File: config.mk
export PLATFORM = sky130hd
export DESIGN_NAME = block_request
export DESIGN_NICKNAME = d
export VERILOG_FILES = /design/src/source/disk_bridge_pkg.sv /design/src/source/block_request.sv
export SDC_FILE = /design/constraint.sdc
export NUM_CORES = 1
export LEC_CHECK = 0
export BUFFER_PORTS_ARGS = -buffer_cell sky130_fd_sc_hd__buf_2
export CELL_PAD_IN_SITES_DETAIL_PLACEMENT = 0
export CELL_PAD_IN_SITES_GLOBAL_PLACEMENT = 1
export CORE_AREA = 10 10 61 63
export DETAILED_ROUTE_END_ITERATION = 12
export DIE_AREA = 0 0 71 73
export PLACE_DENSITY = 0.71
export SLEW_MARGIN = 20
export SYNTH_ARGS = -nofsm -noshare
export SYNTH_HDL_FRONTEND = slang
export SYNTH_SLANG_ARGS = --single-unit
File: constraint.sdc
create_clock -name clk_sys -period 1.6 [get_ports clk_sys]
set_input_delay 0.16 -clock clk_sys [delete_from_list [all_inputs] [get_ports clk_sys]]
set_output_delay 0.16 -clock clk_sys [all_outputs]
set_load 0.02 [all_outputs]
File: src/source/disk_bridge_pkg.sv
// Shared widths, slot constants and host word layouts; referenced by scoped names
`default_nettype none

package disk_bridge_pkg;

	// ========================================================================
	// Sizes
	// ========================================================================
	localparam int NUM_SLOTS  = 8;
	localparam int SLOT_W     = 3;
	localparam int BUF_ADDR_W = 9;
	localparam int LBA_W      = 32;
	localparam int SIZE_W     = 32;
	localparam int FTYPE_W    = 2;
	localparam int CTRL_W     = 6;
	localparam int STAT_W     = 8;

	// Cartridge and executable loads can never be written back
	localparam logic [NUM_SLOTS-1:0] READONLY_SLOTS = 8'b0011_0000;

	// ========================================================================
	// Host control word
	// ========================================================================
	localparam int CTRL_LBA_SEL  = 0;
	localparam int CTRL_BLK_RD   = 1;
	localparam int CTRL_BLK_WR   = 2;
	localparam int CTRL_SLOT_LSB = 3;

	// Host status word
	localparam int STAT_IO_DONE = 0;
	localparam int STAT_MOUNTED = 1;
	localparam int STAT_FILENO  = 2;
	localparam int STAT_FTYPE   = 5;
	localparam int STAT_RO      = 7;

	// Host write word, either a full LBA or one buffer byte in the low bits
	typedef union packed {
		logic [LBA_W-1:0] lba;
		struct packed {
			logic [LBA_W-9:0] unused;
			logic [7:0]       data;
		} byte_view;
	} host_data_u;

endpackage

`default_nettype wire

File: src/source/block_request.sv
// Per-slot SD block requests, acknowledge tracking and the host I/O-done flag
`default_nettype none

module block_request (
	input  logic                                  clk_sys,
	input  logic                                  areset,

	input  logic                                  blk_rd_i,
	input  logic                                  blk_wr_i,
	input  logic [disk_bridge_pkg::SLOT_W-1:0]    slot_i,

	input  logic [disk_bridge_pkg::NUM_SLOTS-1:0] sd_ack_i,
	output logic [disk_bridge_pkg::NUM_SLOTS-1:0] sd_rd_o,
	output logic [disk_bridge_pkg::NUM_SLOTS-1:0] sd_wr_o,

	output logic                                  io_done_o
);

	logic rd_q;
	logic rd_qq;
	logic wr_q;
	logic wr_qq;
	logic ack_q;
	logic ack_qq;
	logic ack_any;
	logic rd_rise;
	logic wr_rise;
	logic ack_fall;

	assign ack_any  = |sd_ack_i;
	assign rd_rise  = rd_q & ~rd_qq;
	assign wr_rise  = wr_q & ~wr_qq;
	assign ack_fall = ack_qq & ~ack_q;

	// ========================================================================
	// Request and completion tracking
	// ========================================================================
	always_ff @(posedge clk_sys) begin
		if (areset) begin
			rd_q      <= 1'b0;
			rd_qq     <= 1'b0;
			wr_q      <= 1'b0;
			wr_qq     <= 1'b0;
			ack_q     <= 1'b0;
			ack_qq    <= 1'b0;
			sd_rd_o   <= '0;
			sd_wr_o   <= '0;
			io_done_o <= 1'b0;
		end else begin
			rd_q   <= blk_rd_i;
			rd_qq  <= rd_q;
			wr_q   <= blk_wr_i;
			wr_qq  <= wr_q;
			ack_q  <= ack_any;
			ack_qq <= ack_q;

			// A new request hides the previous completion
			if (rd_rise) begin
				sd_rd_o[slot_i] <= 1'b1;
				io_done_o       <= 1'b0;
			end
			if (wr_rise) begin
				sd_wr_o[slot_i] <= 1'b1;
				io_done_o       <= 1'b0;
			end

			// Server has taken the request
			if (ack_any) begin
				sd_rd_o <= '0;
				sd_wr_o <= '0;
			end

			// Transfer over once the acknowledge drops
			if (ack_fall) begin
				io_done_o <= 1'b1;
			end
		end
	end

	// The image server handles one slot at a time
	req_onehot: assert property (@(posedge clk_sys) disable iff (areset)
		$onehot0(sd_rd_o | sd_wr_o))
		else $error("block_request: more than one request bit set");

	// Host must wait for io_done before the next block
	req_no_overlap: assert property (@(posedge clk_sys) disable iff (areset)
		(rd_rise || wr_rise) |-> !(|(sd_rd_o | sd_wr_o)))
		else $error("block_request: new request while one is pending");

endmodule

`default_nettype wire

==> results of run 1 <==
[flip-flops by register name, indices dropped and copies added, names as in the netlist]
signal     count
rd_qq          1
ack_qq         1
wr_q           1
rd_q           1
sd_rd_o        8
wr_qq          1
ack_q          1
io_done_o      1
sd_wr_o        8
[area by class of cell]
| cell class | instances | area, um^2 |
|---|---|---|
| clock buffer | 3 | 22.52 |
| clock inverter | 1 | 5.005 |
| fill | 272 | 1569 |
| inverter | 4 | 15.01 |
| multi-input combinational | 51 | 321.6 |
| sequential | 23 | 460.4 |
| tap | 31 | 38.79 |
| timing repair buffer | 33 | 182.7 |
[how the worst max path moves through the flow]
stage	from	to	cells after the start
global placement	sd_ack_i[4]	sd_rd_o[4]	5
floorplan	sd_ack_i[4]	sd_rd_o[7]	5
CTS	rd_q	sd_rd_o[6]	3
global route	rd_q	sd_rd_o[6]	3
finish	rd_q	sd_rd_o[6]	3
detailed placement	sd_ack_i[4]	sd_rd_o[2]	5
[power by group through the flow]
| stage | clock network, mW | logic (mW) | registers (mW) |
|---|---|---|---|
| after CTS | 0.286 | 0.0668 | 0.584 |
| after global placement | 0 | 0.0654 | 0.596 |
| after global routing | 0.304 | 0.0754 | 0.585 |
| after detailed placement | 0 | 0.0666 | 0.597 |
| final | 0.263 | 0.0652 | 0.584 |
| after floorplan | 0 | 0.0375 | 0.598 |
[synth_stat cells (2+ instances only)]
cell	count
nor2_1	10
a41oi_1	4
a31oi_1	8
clkbuf_1	5
nor3b_1	2
a21oi_1	4
dfxtp_1	23
nor2_2	8
nor2_4	2
nor2b_1	9
inv_1	4
[routing by layer]
metal | share of wire [%] | routed length (um)
met5 | 0 | 0
met1 | 47 | 881
met4 | 0.43 | 8
met2 | 41 | 770
met3 | 12 | 217
[logic make-up (layout without fill, tap and decap cells)]
logic type             after synthesis  after routing  synth area share [%]
DFF                                 23             23                 54.36
and+or+nand+nor                     34             34                 24.37
AOI/OAI and AO/OA                   17             17                 13.59
buffers and inverters               11             41                 7.681
[per-stage QoR]
step,total power [mW],cells
detailed placement,0.6633,142
finish,0.9121,146
global route,0.9647,146
floorplan,0.6350,85
CTS,0.9370,146
global placement,0.6618,142
[critical path: cells and delay by family (launching register included)]
kind	cells	cell delay, ps
AOI/OAI and AO/OA	1	240
and+or+nand+nor	2	640
DFF	1	330
==> metrics.md, run 1 <==
| Metric | Value |
|---|---|
| Status | `completed` |
| Reg2reg start | `rd_q` |
| Router iterations before antenna repair | `4` |
| PortBufs | `31` |
| Clock network power share | `28.9%` |
| Routed Antenna Nets | `0` |
| Pins Over Slew Limit | `0` |
| Finish-stage setup viols | `0` |
| Setup WS pre-CTS | `62.74 ps` |
| Setup Buffers After CTS | `0` |
| EDFF count, synth | `0` |
| Clock transition at the registers of the reported paths | `~130 ps` |
| PostCTS Resize Cnt | `0` |
| Total track usage | `7.936%` |
| Final net count | `between 100 and 150` |
| CTS tree | `yes` |
| Initial core utilization | `32.39%` |
| Die Y | `73 um` |
| Reg2reg setup slack | `350 ps` |
| Top FF cell, synth | `dfxtp_1` |
| DRC viols | `0` |
| Seq pwr share | `between 60% and 70%` |
| 1st-iter DRT viols | `60` |
| Share of layout cells above drive strength 1 | `41.74%` |
| Avg WL per Cell | `between 10 and 15 um` |
| Most common cell after layout, fill and taps aside | `buf_2` |
| Worst slew pin tran | `around 650 ps` |
| Slew HR | `56.55%` |
| Share of the synthesized area in the top cell type | `54.36%` |
| H-tree depth | `1` |
| Cells after Synth | `85` |
| Finished Cell Area | `0.001046 mm^2` |
| Via-to-Cell Ratio | `4.658` |
| CP Cell Sequence | `nor2b_1 -> a31oi_1 -> nor2_4` |
| Min-delay src | `blk_wr_i` |
| Yosys top cell by area | `dfxtp_1` |
| Hold buffer count at CTS | `0` |
| Synth Warn # | `0` |
| Total I/O pin count | `32` |
| Post-Route Setup TNS | `0 ps` |
| LEAKAGE | `0.4342 nW` |
| Tcrit/Tclk final | `between 70 and 80%` |
| GRT overflow | `0` |
| Global Route met3 Usage | `under 10%` |
| Power Internal | `703.3 uW` |
| Placed Area | `0.001018 mm^2` |
| Antenna Cells | `0` |
| Worst-path maximum fanout | `9` |
| Largest net degree at the start of global routing | `17` |
| Reg2reg path depth | `3` |
| Drt total wl | `1877 um` |
| Site Rows | `19` |
| CP peak stage delay | `540 ps` |
| Clock sink count | `23` |
| Syn Area/Cell | `9.965 um^2` |
| Critical Path Start Type | `flop` |
| Net Switching | `208.8 uW` |
| Critical Path End Type | `flop` |
| Vias in the first global route | `~800` |
| Worst hold slack | `59.82 ps` |
| Met1 Usage GRT | `approximately 8.4%` |
| Worst EP arrival | `~1500 ps` |
| Most used routing layer | `met2` |
| Die W | `71 um` |
| Hold Crit Class | `in -> reg` |
| Cts bufs inserted | `3` |
| CP max stage cell | `nor2b_1` |
| Worst Skew | `10.88 ps` |
| CTS root buf | `clkbuf_4` |
| Power Dens Cells | `872.0 mW/mm^2` |
| Clock latency on the worst-skew pair | `310 ps` |
| Synth Register Bits | `23` |
| Hold path depth | `2` |
| Core ar. | `0.002615 mm^2` |
| Setup Crit Path Kind | `reg -> reg` |
| RePlAce Congestion | `around 0.64` |
| Hold path endpoint | `wr_q` |
| Area growth from synthesis to layout | `23.49%` |
| Synth area leaders | `dfxtp_1, nor2b_1, a31oi_1, nor2_2, nor2_1` |
| Max capacitance violation total | `0` |
| Worst setup margin | `352.1 ps` |
| Fin. Hold Viols | `0` |
| Sequential cell area fraction in the yosys report | `between 50 and 60%` |
| Final core utilization | `40.00%` |
| Switching share of power | `between 20% and 30%` |
| Die Footprint | `0.005183 mm^2` |
| CTS Buffer Depth | `2` |
| Commonest cells after routing, fill and taps aside | `buf_2, dfxtp_1, nor2_1, nor2b_1` |
| Post-synthesis async set-or-reset flop share | `0%` |
| RSZ-0062 raised after global routing | `false` |
| Post-synthesis net count | `100` |
| First-pass GRT wire length | `3374 um` |
| R2r endpoint | `sd_rd_o[6]` |
| Max Freq | `approximately 0.80 GHz` |
| Synth unique cells | `17` |
| Min cycle time layout | `1248 ps` |
| Comb pwr share | `7.2%` |
| Mapped cell area | `847.1 um^2` |
| Initial antenna violation count | `0` |
| Req. time, crit path | `1860 ps` |
| DR vias | `680` |
| IR Drop Worst-Case VDD | `471.9 uV` |
| GR Util met2 | `12.86%` |
| Post-DP HPWL | `1443 um` |
No activity file was read; power rests on OpenSTA's default activity.
==> run 2: changes to the inputs <==
Settings changed: CORE_AREA 10 10 61 63 to 10 10 64 66, DIE_AREA 0 0 71 73 to 0 0 74 76, PLACE_DENSITY 0.71 to 0.67.
Clock period 1.6 ns to 1 ns, I/O delays scaled along.
==> metrics.md, run 2 (synthesized netlist as in run 1, its figures left out) <==
| Metric | Value |
|---|---|
| Status | `complete, but fails checks` |
| Failing checks | `setup timing` |
| Final net count | `136 (+3.8%)` |
| Placed insts | `146 (+2.8%)` |
| Routed Antenna Nets | `0 (unchanged)` |
| Hold path depth | `3 (+1)` |
| CTS root buf | `clkbuf_4` |
| Critical Path Start Type | `primary input` |
| Largest registers | `sd_rd_o: 8 flops, sd_wr_o: 8 flops` |
| Hold path endpoint | `wr_q` |
| Cts bufs inserted | `3 (unchanged)` |
| Worst-path maximum fanout | `16 (+7)` |
| Total track usage | `7.121% (-0.81 points)` |
| Critical Path End Type | `flop` |
| Setup Crit Path Kind | `in -> reg` |
| H-tree depth | `1 (unchanged)` |
| Post-DP HPWL | `1472 um (+2.0%)` |
| Hold Crit Class | `in -> reg` |
| Largest net degree at the start of global routing | `17 (unchanged)` |
| Reg2reg setup slack | `-50 ps (-400 ps)` |
| Met1 Usage GRT | `8.578% (+0.15 points)` |
| Core ar. | `0.002928 mm^2 (+12%)` |
| Worst Skew | `7.142 ps (-3.735 ps)` |
| Drt total wl | `1974 um (+5.2%)` |
| Antenna Cells | `0 (unchanged)` |
| Global Route met3 Usage | `4.036% (-1.1 points)` |
| Reg2reg path depth | `5 (+2)` |
| Commonest cells after routing, fill and taps aside | `buf_2, dfxtp_1, nor2_2, a31oi_1, nor2b_1` |
| DR vias | `711 (+4.6%)` |
| Non-filler instance count after layout | `153 (+4.8%)` |
| Setup WS pre-CTS | `-477.6 ps (-540.3 ps)` |
| 1st-iter DRT viols | `68 (+13%)` |
| Finish-stage setup viols | `17 (+17)` |
| RSZ-0062 raised after global routing | `true` |
| Worst setup margin | `-114.5 ps (-466.5 ps)` |
| Min cycle time layout | `1114 ps` |
| Die Footprint | `0.005624 mm^2 (+8.5%)` |
| DRC viols | `0 (unchanged)` |
| Die W | `74 um (+4.2%)` |
| Pins Over Slew Limit | `0 (unchanged)` |
| Total I/O pin count | `32 (unchanged)` |
| Most common cell after layout, fill and taps aside | `buf_2` |
| Vias in the first global route | `778 (-0.64%)` |
| Clock latency on the worst-skew pair | `300 ps (about the same)` |
| Fin. Hold Viols | `0 (unchanged)` |
| Clock transition at the registers of the reported paths | `120 ps (about the same)` |
| GRT overflow | `0 (unchanged)` |
| GR Util met2 | `10.58% (-2.3 points)` |
| R2r endpoint | `sd_wr_o[2]` |
| IR Drop Worst-Case VDD | `1074 uV (+130%)` |
| Req. time, crit path | `1250 ps (-610 ps)` |
| Worst EP arrival | `1370 ps (-140 ps)` |
| Initial core utilization | `28.93% (-3.5 points)` |
| First-pass GRT wire length | `3367 um (-0.21%)` |
| Min-delay src | `areset` |
| Via-to-Cell Ratio | `4.647 (-0.22%)` |
| Area growth from synthesis to layout | `33.53%` |
| RePlAce Congestion | `0.6559 (+2.2%)` |
| Clock sink count | `23 (unchanged)` |
| Site Rows | `20 (+1)` |
| Max capacitance violation total | `0 (unchanged)` |
| Most used routing layer | `met2` |
| CTS Buffer Depth | `2 (unchanged)` |
| LEAKAGE | `0.4655 nW (+7.2%)` |
| Slew HR | `82.49% (+26 points)` |
| Worst slew pin tran | `261.7 ps (-388.7 ps)` |
| Initial antenna violation count | `0 (unchanged)` |
| Share of layout cells above drive strength 1 | `48.33% (+6.6 points)` |
| Die Y | `76 um (+4.1%)` |
| Power Dens Cells | `1307 mW/mm^2 (+50%)` |
| Reg2reg start | `wr_q` |
| CTS tree | `yes` |
| Avg WL per Cell | `12.90 um (+0.36%)` |
| Router iterations before antenna repair | `2 (-2)` |
| Worst hold slack | `93.90 ps (+34.08 ps)` |
| Tcrit/Tclk final | `111.4%` |
| PortBufs | `31 (unchanged)` |
| Max Freq | `roughly 0.9 GHz` |
==> run 2: power breakdown <==
part / total [mW] / switching [mW] / internal, mW
combinational: 0.130 / 0.0627 / 0.0671
clock: 0.412 / 0.256 / 0.155
sequential: 0.937 / 0.00667 / 0.930
==> run 2: worst max path at each step <==
stage,to,cells past startpoint,from
2_1_floorplan,sd_rd_o[7],5,sd_ack_i[4]
3_3_place_gp,sd_rd_o[4],5,sd_ack_i[4]
3_5_place_dp,sd_rd_o[2],5,sd_ack_i[4]
4_1_cts,sd_rd_o[2],5,sd_ack_i[4]
5_1_grt,sd_rd_o[1],5,sd_ack_i[4]
6_report,sd_rd_o[5],5,sd_ack_i[4]
==> run 2: cell type report <==
cell class,instances,area (um^2)
Tap cell,33,41.29
Inverter,4,15.01
Sequential cell,23,461.7
Timing Repair Buffer,38,235.2
Fill cell,307,1797
Clock buffer,4,26.28
Multi-Input combinational cell,51,351.6
==> run 2: per-stage QoR <==
step	cell area [um^2]	setup TNS (ps)	total power, mW	util, %
2_1_floorplan	848.3	-5533	1.017	-
3_3_place_gp	1036	-7487	1.064	35.38
3_5_place_dp	1036	-7708	1.066	35.38
4_1_cts	1101	-1563	1.496	37.61
5_1_grt	1131	-1909	1.557	38.63
6_report	1131	-1729	1.478	38.63
==> run 2: critical path, stage by stage <==
cell and delay [ps]:
buf_6 90, or4_4 520, or3_4 410, buf_12 170
nor2_1 80
==> run 2: what timing repair did <==
| item | 4_1_cts | 5_1_grt |
|---|---|---|
| hold buffers | 2 | 0 |
| setup buffers | 0 | 1 |
| hold endpoints to repair | 2 | 0 |
| setup endpoints to repair | 17 | 17 |
| gates resized for setup | 4 | 8 |
| pin swaps | 0 | 2 |
| cloned | 0 | 0 |
==> run 2: layer usage <==
layer  share of wire [%]  up-vias
met1                  46      320
li1                    -      360
met2                  44       29
met5                   0        -
met4                0.41        0
met3                 9.4        2
