--- config.mk ---
export PLATFORM = sky130hd
export DESIGN_NAME = host_port
export DESIGN_NICKNAME = d
export VERILOG_FILES = /design/src/source/disk_bridge_pkg.sv /design/src/source/host_port.sv
export SDC_FILE = /design/constraint.sdc
export NUM_CORES = 1
export LEC_CHECK = 0
export BUFFER_PORTS_ARGS = -buffer_cell sky130_fd_sc_hd__buf_2
export CORE_AREA = 3 3 77 108
export DETAILED_ROUTE_END_ITERATION = 6
export DIE_AREA = 0 0 80 111
export SYNTH_ARGS = -nofsm -noshare
export SYNTH_HDL_FRONTEND = slang
export SYNTH_SLANG_ARGS = --single-unit
export TNS_END_PERCENT = 20
--- constraint.sdc ---
create_clock -name clk_sys -period 1.4 [get_ports clk_sys]
set_clock_uncertainty 0.15 [all_clocks]
set_input_delay 0.14 -clock clk_sys [delete_from_list [all_inputs] [get_ports clk_sys]]
set_output_delay 0.14 -clock clk_sys [all_outputs]
set_load 0.005 [all_outputs]
--- src/source/disk_bridge_pkg.sv ---
// Shared widths, slot constants and host word layouts; referenced by scoped names
`default_nettype none

package disk_bridge_pkg;

	// ========================================================================
	// Sizes
	// ========================================================================
	localparam int NUM_SLOTS  = 8;
	localparam int SLOT_W     = 3;
	localparam int BUF_ADDR_W = 9;
	localparam int LBA_W      = 32;
	localparam int SIZE_W     = 32;
	localparam int FTYPE_W    = 2;
	localparam int CTRL_W     = 6;
	localparam int STAT_W     = 8;

	// Cartridge and executable loads can never be written back
	localparam logic [NUM_SLOTS-1:0] READONLY_SLOTS = 8'b0011_0000;

	// ========================================================================
	// Host control word
	// ========================================================================
	localparam int CTRL_LBA_SEL  = 0;
	localparam int CTRL_BLK_RD   = 1;
	localparam int CTRL_BLK_WR   = 2;
	localparam int CTRL_SLOT_LSB = 3;

	// Host status word
	localparam int STAT_IO_DONE = 0;
	localparam int STAT_MOUNTED = 1;
	localparam int STAT_FILENO  = 2;
	localparam int STAT_FTYPE   = 5;
	localparam int STAT_RO      = 7;

	// Host write word, either a full LBA or one buffer byte in the low bits
	typedef union packed {
		logic [LBA_W-1:0] lba;
		struct packed {
			logic [LBA_W-9:0] unused;
			logic [7:0]       data;
		} byte_view;
	} host_data_u;

endpackage

`default_nettype wire

--- src/source/host_port.sv ---
// Host strobe decoding, sector buffer pointer, LBA register and host read-data mux
`default_nettype none

module host_port (
	input  logic                                   clk_sys,
	input  logic                                   areset,

	input  logic [disk_bridge_pkg::CTRL_W-1:0]     host_ctrl_i,
	input  disk_bridge_pkg::host_data_u            host_wdata_i,
	input  logic                                   host_data_wr_i,
	input  logic                                   host_data_rd_i,
	input  logic                                   host_io_wr_i,

	input  logic [disk_bridge_pkg::SIZE_W-1:0]     file_size_i,

	input  logic [7:0]                             buf_rdata_i,
	output logic [disk_bridge_pkg::BUF_ADDR_W-1:0] buf_addr_o,
	output logic [7:0]                             buf_wdata_o,
	output logic                                   buf_we_o,

	output logic [disk_bridge_pkg::LBA_W-1:0]      lba_o,
	output logic [disk_bridge_pkg::SIZE_W-1:0]     host_rdata_o
);

	logic                                   lba_sel;
	logic                                   wr_q;
	logic                                   wr_qq;
	logic                                   rd_q;
	logic                                   rd_qq;
	logic                                   wr_rise;
	logic                                   rd_fall;
	logic [disk_bridge_pkg::BUF_ADDR_W-1:0] ptr;

	assign lba_sel = host_ctrl_i[disk_bridge_pkg::CTRL_LBA_SEL];

	// Rising write and falling read, both taken from a two-stage history
	assign wr_rise = wr_q & ~wr_qq;
	assign rd_fall = rd_qq & ~rd_q;

	// ========================================================================
	// Strobe history, pointer and LBA
	// ========================================================================
	always_ff @(posedge clk_sys) begin
		if (areset) begin
			wr_q     <= 1'b0;
			wr_qq    <= 1'b0;
			rd_q     <= 1'b0;
			rd_qq    <= 1'b0;
			buf_we_o <= 1'b0;
			ptr      <= '0;
			lba_o    <= '0;
		end else begin
			wr_q     <= host_data_wr_i;
			wr_qq    <= wr_q;
			rd_q     <= host_data_rd_i;
			rd_qq    <= rd_q;
			buf_we_o <= 1'b0;

			// Pointer moves on past the byte just written
			if (buf_we_o) begin
				ptr <= ptr + 1'b1;
			end

			if (wr_rise) begin
				if (lba_sel) begin
					lba_o <= host_wdata_i.lba;
				end else begin
					buf_we_o <= 1'b1;
				end
			end

			if (rd_fall) begin
				ptr <= ptr + 1'b1;
			end

			// I/O strobe restarts the sector transfer at byte 0
			if (host_io_wr_i) begin
				ptr <= '0;
			end
		end
	end

	// Byte to be written is held until the buffer write one cycle later
	always_ff @(posedge clk_sys) begin
		if (wr_rise && !lba_sel) begin
			buf_wdata_o <= host_wdata_i.byte_view.data;
		end
	end

	assign buf_addr_o = ptr;

	// Size in LBA mode, otherwise the buffer byte under the pointer
	assign host_rdata_o = lba_sel ? file_size_i
		: {{(disk_bridge_pkg::SIZE_W - 8){1'b0}}, buf_rdata_i};

	// A buffer write and its pointer step must not meet another pointer move
	we_no_ptr_clash: assert property (@(posedge clk_sys) disable iff (areset)
		buf_we_o |-> !(rd_fall || host_io_wr_i))
		else $error("host_port: buffer write collides with a read or I/O strobe");

endmodule

`default_nettype wire

==> run metrics, run 1 <==
status=completed; Finished Core Util=0.488; 1st-pass router iterations=4; effective utilization at floorplan=0.301; most frequent cell after synthesis=nand2_1; Fillers=716; crit path launch type=primary input; WL met2=3470 um; critical path, cell by cell=buf_2, buf_12, mux2_2, buf_2; ANT cells=0; vias per cell=4.38; setup TNS=0 ps; share of cells above drive strength 1=0.465; CP required=1110 ps; area grow syn2layout=62.3%; Avg Inst Size Synth=9.25 um^2; post-synthesis simple-gate area fraction=0.231; Post-synth EDFFs=8; Reg clk slew, reported paths=90 ps; Final Slew Violations=0; Layout Cells excl Fill=531; NumNets Final=517; post-route ant nets=0; CP max-delay cell=mux2_2; met3 WL=477 um; Crit Path Category=in2out; grt ovf=0; CP dominant cell by count=buf_2; # IOs=165; main combinational cell family by area after synthesis=simple AND/OR/NAND/NOR gates; Synth area leaders=dfxtp_1 41%, nand2_1 11%, edfxtp_1 11%, and2_1 6.7%, a21oi_2 5.1%; Cell Pwr Density=874 nW/um^2; Tot Pwr=3.16 mW; Die W=80 um; CP Data Arrival Time=1030 ps; mux contribution to synthesized area=0.0404; vias in the first global route=2360; CTS sink count=54; total core area=7410 um^2; Post-Syn Area=2230 um^2; Synth Area in Compound Gates=0.121; Min-Delay Path Class=in2reg; Final Cycle Share=0.944; Worst Setup End Kind=output port; Async SR Flop Fraction=0; via count=2324; unique cell type count in the Yosys netlist=22; Most used DFF post-synth=dfxtp_1; HPWL after DPL=4710 um; register area share after synthesis=0.521; gpl congestion=0.808; Final min period=1320 ps; syn_nets=325; final WL=6520 um; Overall Global Routing Usage=0.150; Worst-Margin Slew=465 ps; Max-slew headroom=0.690; fmax=757 MHz; CP max stage delay=340 ps; postcts setup bufs=0; Crit Path Max Fanout=20; largest net degree at the start of global routing=38; kind of cell adding the most delay to the critical path=buffers and inverters; Synth Warn #=0; Die ar.=8880 um^2; xor/xnor share of the synthesized area=0.0314; leading area contributor after synthesis=dfxtp_1; MaxCap Viol Count=0; # H-tree levels=2; setup violators final=0; CTS tree=built; chip height=111 um; Synth Instances=241; synth cell count leaders=65 x nand2_1, 46 x dfxtp_1, 24 x and2_1; Post-Synth Adder-Cell Area=0.00561; Worst-Skew Late Latency=290 ps; Num CTS Buffers=5; DRC errors left=0; Pleak=1.70 nW; maximum VDD drop=0.000358 V; top cell type's share of synthesized area=0.413; drt wl/cell=12.3 um; worst path bufs/invs=3; worst-case clock buffer depth=2; DR iter-0 viols=91; initial antenna violation count=0; global-route wire length before repair=10700 um; Buffers on Ports=159; row count=37; register bit total from synthesis=54; Final Hold Violating Endpoints=0; top sig layer=met4; # placed instances=489; RSZ-0062 raised after global routing=no; Root Buffer=clkbuf_8; M1 wire length=2400 um
-- cells by family after synthesis --
| family | count (synthesis) |
|---|---|
| muxes | 8 |
| and+or+nand+nor | 111 |
| xor gates and xnor gates | 8 |
| AOI/OAI and AO/OA | 41 |
| buffers and inverters | 18 |
| DFF | 54 |
| adders and majority gates | 1 |
-- sequential cells by signal (all words and copies together) (netlist names) --
name,count
lba_o,32
buf_addr_o,9
buf_wdata_o,8
buf_we_o,1
rd_q,1
rd_qq,1
wr_q,1
wr_qq,1
-- stage by stage --
| stage | area (um^2) | worst slack (ps) | hold WS [ps] |
|---|---|---|---|
| 2_1_floorplan | 2230 | 103 | 88.9 |
| 3_3_place_gp | 3150 | 30.3 | 182 |
| 5_1_grt | 3620 | 4.89 | 56.0 |
| 4_1_cts | 3610 | 16.0 | 55.2 |
| 6_report | 3620 | 78.5 | 65.9 |
| 3_5_place_dp | 3150 | 24.8 | 184 |
-- final cells by class --
| class | instances | area, um^2 | share of cell area |
|---|---|---|---|
| clock buffer | 7 | 86.3 | 0.0239 |
| tap | 97 | 121 | 0.0336 |
| timing repair buffer | 203 | 1250 | 0.345 |
| sequential | 54 | 1160 | 0.321 |
| multi-input combinational | 169 | 968 | 0.268 |
| clock inverter | 1 | 30.0 | 0.00830 |
-- power breakdown --
group | leakage (nW) | internal, mW | switching, mW
combinational | 1.19 | 0.278 | 0.195
clock | 0.0585 | 0.583 | 0.470
sequential | 0.447 | 1.61 | 0.0194
total | 1.70 | 2.48 | 0.685
-- layout by cell type, fill, tap and decap left out, types with 5 or more instances in the layout --
cell type	instances
nor2b_1	5
dlygate4sd3_1	34
and2_1	24
xor2_1	8
nand2_1	65
a21oi_2	13
a21oi_1	20
nor2_1	9
buf_2	159
edfxtp_1	8
mux2_2	8
dfxtp_1	45
clkbuf_8	6
buf_4	7
-- timing repair --
item,in CTS,in global routing
setup endpoints to repair,0,8
endpoints found under the hold margin,42,0
gates resized for setup,0,3
hold buffers,34,0
-- metal layers --
metal  track usage  vias to the layer above
met3        0.0285                       14
met5             0                        -
met1         0.160                     1030
met2         0.279                      116
met4        0.0620                        0
li1              -                     1164
-- final timing paths --
| path | from | to | slack, ps | cells after the start |
|---|---|---|---|---|
| max reg2reg | buf_addr_o[0] | buf_addr_o[6] | 90 | 5 |
| min reg2reg | lba_o[2] | lba_o[2] | 310 | 2 |
| max | host_ctrl_i[0] | host_rdata_o[2] | 80 | 4 |
| min | host_io_wr_i | buf_addr_o[0] | 70 | 3 |
-- tightest hold or removal path: stages --
cell    delay [ps]
buf_2           70
or2_2          200
nor2_1          70
No activity file was read; power rests on OpenSTA's default activity.
==> inputs of run 2 (changes only) <==
==> constraint.sdc (replaced) <==
create_clock -name clk_sys -period 1.3 [get_ports clk_sys]
set_clock_uncertainty 0.15 [all_clocks]
set_input_delay 0.13 -clock clk_sys [delete_from_list [all_inputs] [get_ports clk_sys]]
set_output_delay 0.13 -clock clk_sys [all_outputs]
set_load 0.005 [all_outputs]
==> run 2 against run 1 <==
Effect of this change: register-to-register slack worse by 80 ps; hold slack got worse by 23 ps; flip-flop and latch count is the same; cell area rose by 0.52%; via count is 1.4% lower; non-clock buffer count rose by 1; first-iteration DRC count increased by 23%; global-route usage down 0.30 points.
==> run metrics, run 2 (synthesis gave the netlist of run 1 again) <==
Root Buffer=clkbuf_8; most frequent cells in the layout=159 x buf_2, 65 x nand2_1, 43 x dfxtp_1; crit path launch type=flip-flop; Reg2Reg Depth=5; worst path bufs/invs=0; Finished Core Util=0.491; total core area=7410 um^2; Final Slew Violations=0; Max-slew headroom=0.687; Critical Path Start=buf_addr_o[0]; Num CTS Buffers=5; CP Data Arrival Time=1340 ps; reg-to-reg startpoint=buf_addr_o[0]; critical path, cell by cell=ha_1, and3_4, o2111ai_1, xor2_1, nor2_1; Worst-Skew Late Latency=300 ps; Hold Path Depth=3; hold endpoint=buf_addr_o[1]; row count=37; kind of cell adding the most delay to the critical path=flip-flops; global-route wire length before repair=10700 um; # H-tree levels=2; vias per cell=4.31; share of cells above drive strength 1=0.478; worst-case clock buffer depth=2; NumNets Final=518; postcts setup bufs=0; CTS sink count=54; Worst Setup End Kind=flip-flop; fmax=775 MHz; Overall Global Routing Usage=0.147; worst reg2reg endpoint=buf_addr_o[6]; hold_ws=43.1 ps; Final min period=1290 ps; Worst-Margin Slew=470 ps; ANT cells=0; # IOs=165; effective utilization at floorplan=0.301; CTS tree=built; post-route ant nets=0; CP max-delay cell=dfxtp_2; vias in the first global route=2413; CP required=1350 ps; maximum VDD drop=0.000771 V; r2r setup slk=10 ps; grt ovf=0; Crit Path Category=reg2reg; Pleak=1.70 nW; CP max stage delay=330 ps; drt wl/cell=12.0 um; initial antenna violation count=0; DR iter-0 viols=112; Buffers on Ports=159; max FFs per register=32; Cell Pwr Density=925 nW/um^2; Min-Delay Path Class=in2reg; Crit Path Max Fanout=3; gpl congestion=0.833; status=completed; HPWL after DPL=4730 um; DRC errors left=0; Die ar.=8880 um^2; chip height=111 um; final WL=6400 um; area grow syn2layout=63.2%; RSZ-0062 raised after global routing=yes; setup violators final=0; Reg clk slew, reported paths=100 ps; Min-Delay Startpoint=host_io_wr_i; Final Cycle Share=0.992; largest net degree at the start of global routing=38; MaxCap Viol Count=0; Final Hold Violating Endpoints=0; Die W=80 um; 1st-pass router iterations=4; commonest non-fill, non-tap cell in the layout=buf_2; Top reg by flops=lba_o; Fillers=720; via count=2292
-- run 2: cell count changes in the layout (fill, tap and decap cells not counted) --
cell	delta
nor2b_2	-1
a21oi_2	+1
nor2b_4	+1
dfxtp_2	+2
and3b_2	+1
clkinvlp_4	+1
and3_1	-1
and3b_1	-1
a21oi_1	-1
buf_4	+1
and3_4	+1
clkbuf_8	-1
dfxtp_1	-2
-- run 2: through the flow --
| step | setup TNS [ps] | worst slack [ps] | total power, mW | instance area (um^2) | std cells |
|---|---|---|---|---|---|
| floorplan | 0 | 2.91 | 1.99 | 2230 | 241 |
| global placement | -358 | -60.1 | 2.23 | 3160 | 490 |
| detailed placement | -612 | -91.8 | 2.23 | 3160 | 490 |
| CTS | 0 | 1.16 | 3.41 | 3620 | 532 |
| global route | -118 | -59.2 | 3.52 | 3640 | 532 |
| finish | 0 | 10.4 | 3.36 | 3640 | 532 |
-- run 2: worst max-delay path by stage --
| stage | end | slack, ps | cells after the start |
|---|---|---|---|
| floorplan | buf_addr_o[6] | 3 | 5 |
| global placement | buf_addr_o[5] | -60 | 4 |
| detailed placement | buf_addr_o[5] | -90 | 4 |
| CTS | buf_addr_o[6] | 1 | 5 |
| global route | buf_addr_o[8] | -60 | 5 |
| finish | buf_addr_o[6] | 10 | 5 |
-- run 2: area by class of cell --
type                    instances  area (um^2)  area share
clock buffers                   6         72.6      0.0200
clock inverters                 2         37.5      0.0103
multi-input cells             169          983       0.270
flip-flops and latches         54         1160       0.320
well taps                      97          121      0.0334
repair buffers                204         1260       0.345
-- run 2: metal layers --
metal | part of all wire | global-route usage
met1 | 0.37 | 0.147
met2 | 0.52 | 0.284
met5 | 0 | 0
met4 | 0.020 | 0.0598
met3 | 0.080 | 0.0293
-- run 2: what timing repair did --
action / in CTS / in global routing
hold buffers: 34 / 0
endpoints found under the hold margin: 42 / 0
setup endpoints to repair: 8 / 12
pin swaps: 0 / 0
gates resized for setup: 3 / 6
-- run 2: power by group --
part	switching (mW)	leakage, nW	internal, mW	total, mW
Clock	0.518	0.0514	0.575	1.09
Combinational	0.209	1.20	0.301	0.509
Sequential	0.0220	0.448	1.74	1.76
-- run 2: worst register-to-register path: cells and delay by family, from the launching register on --
family	cells	cell delay (ps)
compound gates	1	110
xor+xnor	1	160
fa+ha+maj	1	200
flops	1	330
simple gates	2	240
==> inputs of run 3 (changes only) <==
--- a/config.mk
+++ b/config.mk
@@ -7,6 +7,7 @@
 export LEC_CHECK = 0
 export BUFFER_PORTS_ARGS = -buffer_cell sky130_fd_sc_hd__buf_2
 export CORE_AREA = 3 3 77 108
+export CTS_BUF_LIST = sky130_fd_sc_hd__clkbuf_8
 export DETAILED_ROUTE_END_ITERATION = 6
 export DIE_AREA = 0 0 80 111
 export SYNTH_ARGS = -nofsm -noshare
==> run 3 against run 2 <==
Effect of this change: hold slack is essentially flat; setup slack about the same; highest routed layer unchanged; critical endpoint unchanged; non-clock buffer count unchanged; critical path depth stayed put; largest power group unchanged.
==> run metrics, run 3 (synthesis gave the netlist of run 1 again) <==
Min-Delay Path Class=in2reg; Layout Cells excl Fill=532; via count=2292; max FFs per register=32; grt ovf=0; Worst Setup End Kind=flip-flop; maximum VDD drop=0.000764 V; Top reg by flops=lba_o; Worst-Margin Slew=470 ps; Worst-Skew Late Latency=300 ps; Final Hold Violating Endpoints=0; MaxCap Viol Count=0; drt wl/cell=12.0 um; fmax=775 MHz; Pleak=1.70 nW; CTS sink count=54; status=completed; ANT cells=0; DRC errors left=0; Num CTS Buffers=5; Overall Global Routing Usage=0.147; worst-case clock buffer depth=2; Max-slew headroom=0.687; Root Buffer=clkbuf_8; row count=37; area grow syn2layout=63.2%; # placed instances=490; chip height=111 um; Finished Core Util=0.491; NumNets Final=518; Logic pwr share=0.152; Internal=2.61 mW; CP required=1350 ps; RSZ-0062 raised after global routing=yes; # H-tree levels=2; part of the power in the clock network=0.324; Crit Path Category=reg2reg; Net Sw Frac=0.223; Crit Path Max Fanout=3; sw power=749 uW; effective utilization at floorplan=0.301; gpl congestion=0.833; Final min period=1290 ps; total core area=7410 um^2; crit path launch type=flip-flop; vias in the first global route=2413; Buffers on Ports=159; Die W=80 um; most frequent cells in the layout=159 x buf_2, 65 x nand2_1, 43 x dfxtp_1; commonest non-fill, non-tap cell in the layout=buf_2; setup violators final=0; CTS tree=built; largest net degree at the start of global routing=38; post-route ant nets=0; final WL=6400 um; 1st-pass router iterations=4; HPWL after DPL=4730 um; initial antenna violation count=0; # IOs=165; Cell Pwr Density=923 nW/um^2; DR iter-0 viols=112; vias per cell=4.31; Final Slew Violations=0; Final Cycle Share=0.992; Die ar.=8880 um^2; Reg power frac=0.525; CP Data Arrival Time=1340 ps; Reg clk slew, reported paths=100 ps; setup TNS=0 ps; global-route wire length before repair=10700 um; share of cells above drive strength 1=0.478
==> run 3: final cells by class <==
class	instances	area, um^2
clock buffer	5	68.8
clock inverter	3	41.3
fill	720	3770
multi-input combinational	169	983
sequential	54	1160
tap	97	121
timing repair buffer	204	1260
==> run 3: power groups by stage <==
| stage | Sequential (mW) | Combinational, mW | Clock [mW] |
|---|---|---|---|
| global route | 1.77 | 0.567 | 1.18 |
| floorplan | 1.80 | 0.185 | 0 |
| global placement | 1.80 | 0.429 | 0 |
| finish | 1.76 | 0.509 | 1.09 |
| detailed placement | 1.80 | 0.433 | 0 |
| CTS | 1.76 | 0.514 | 1.13 |
==> run 3: worst max-delay path, cell delays in order, from the launching register on <==
cell       delay [ps]
dfxtp_2           330
ha_1              200
and3_4            190
o2111ai_1         110
xor2_1            160
nor2_1             50
==> run 3: stage by stage <==
stage               power (mW)  hold slack (ps)  instance area (um^2)  setup WS (ps)
floorplan                 1.99             78.9                  2230           2.91
global placement          2.23              172                  3160          -60.1
detailed placement        2.23              174                  3160          -91.8
CTS                       3.41             36.5                  3620           1.10
global route              3.51             54.6                  3640          -59.3
finish                    3.36             42.7                  3640           10.3
==> run 3: final timing paths <==
path                            cells past startpoint             to  slack [ps]     startpoint
worst min-delay path                                3  buf_addr_o[1]          40   host_io_wr_i
worst min register to register                      2       lba_o[4]         310       lba_o[4]
worst max register to register                      5  buf_addr_o[6]          10  buf_addr_o[0]
worst max-delay path                                5  buf_addr_o[6]          10  buf_addr_o[0]
==> run 3: repair_timing <==
| action | 4_1_cts | 5_1_grt |
|---|---|---|
| buffers inserted | 0 | 0 |
| endpoints found under the hold margin | 42 | 0 |
| resized for setup | 3 | 6 |
| setup endpoints to repair | 8 | 12 |
| hold buffers | 34 | 0 |
==> run 3: routing by layer <==
metal	routed length (um)	global-route usage	part of all wire	up-vias
met5	0	0	0	-
met4	130	0.0598	0.020	0
met3	511	0.0293	0.080	10
met2	3360	0.284	0.52	116
met1	2400	0.147	0.37	1001
li1	-	-	-	1165
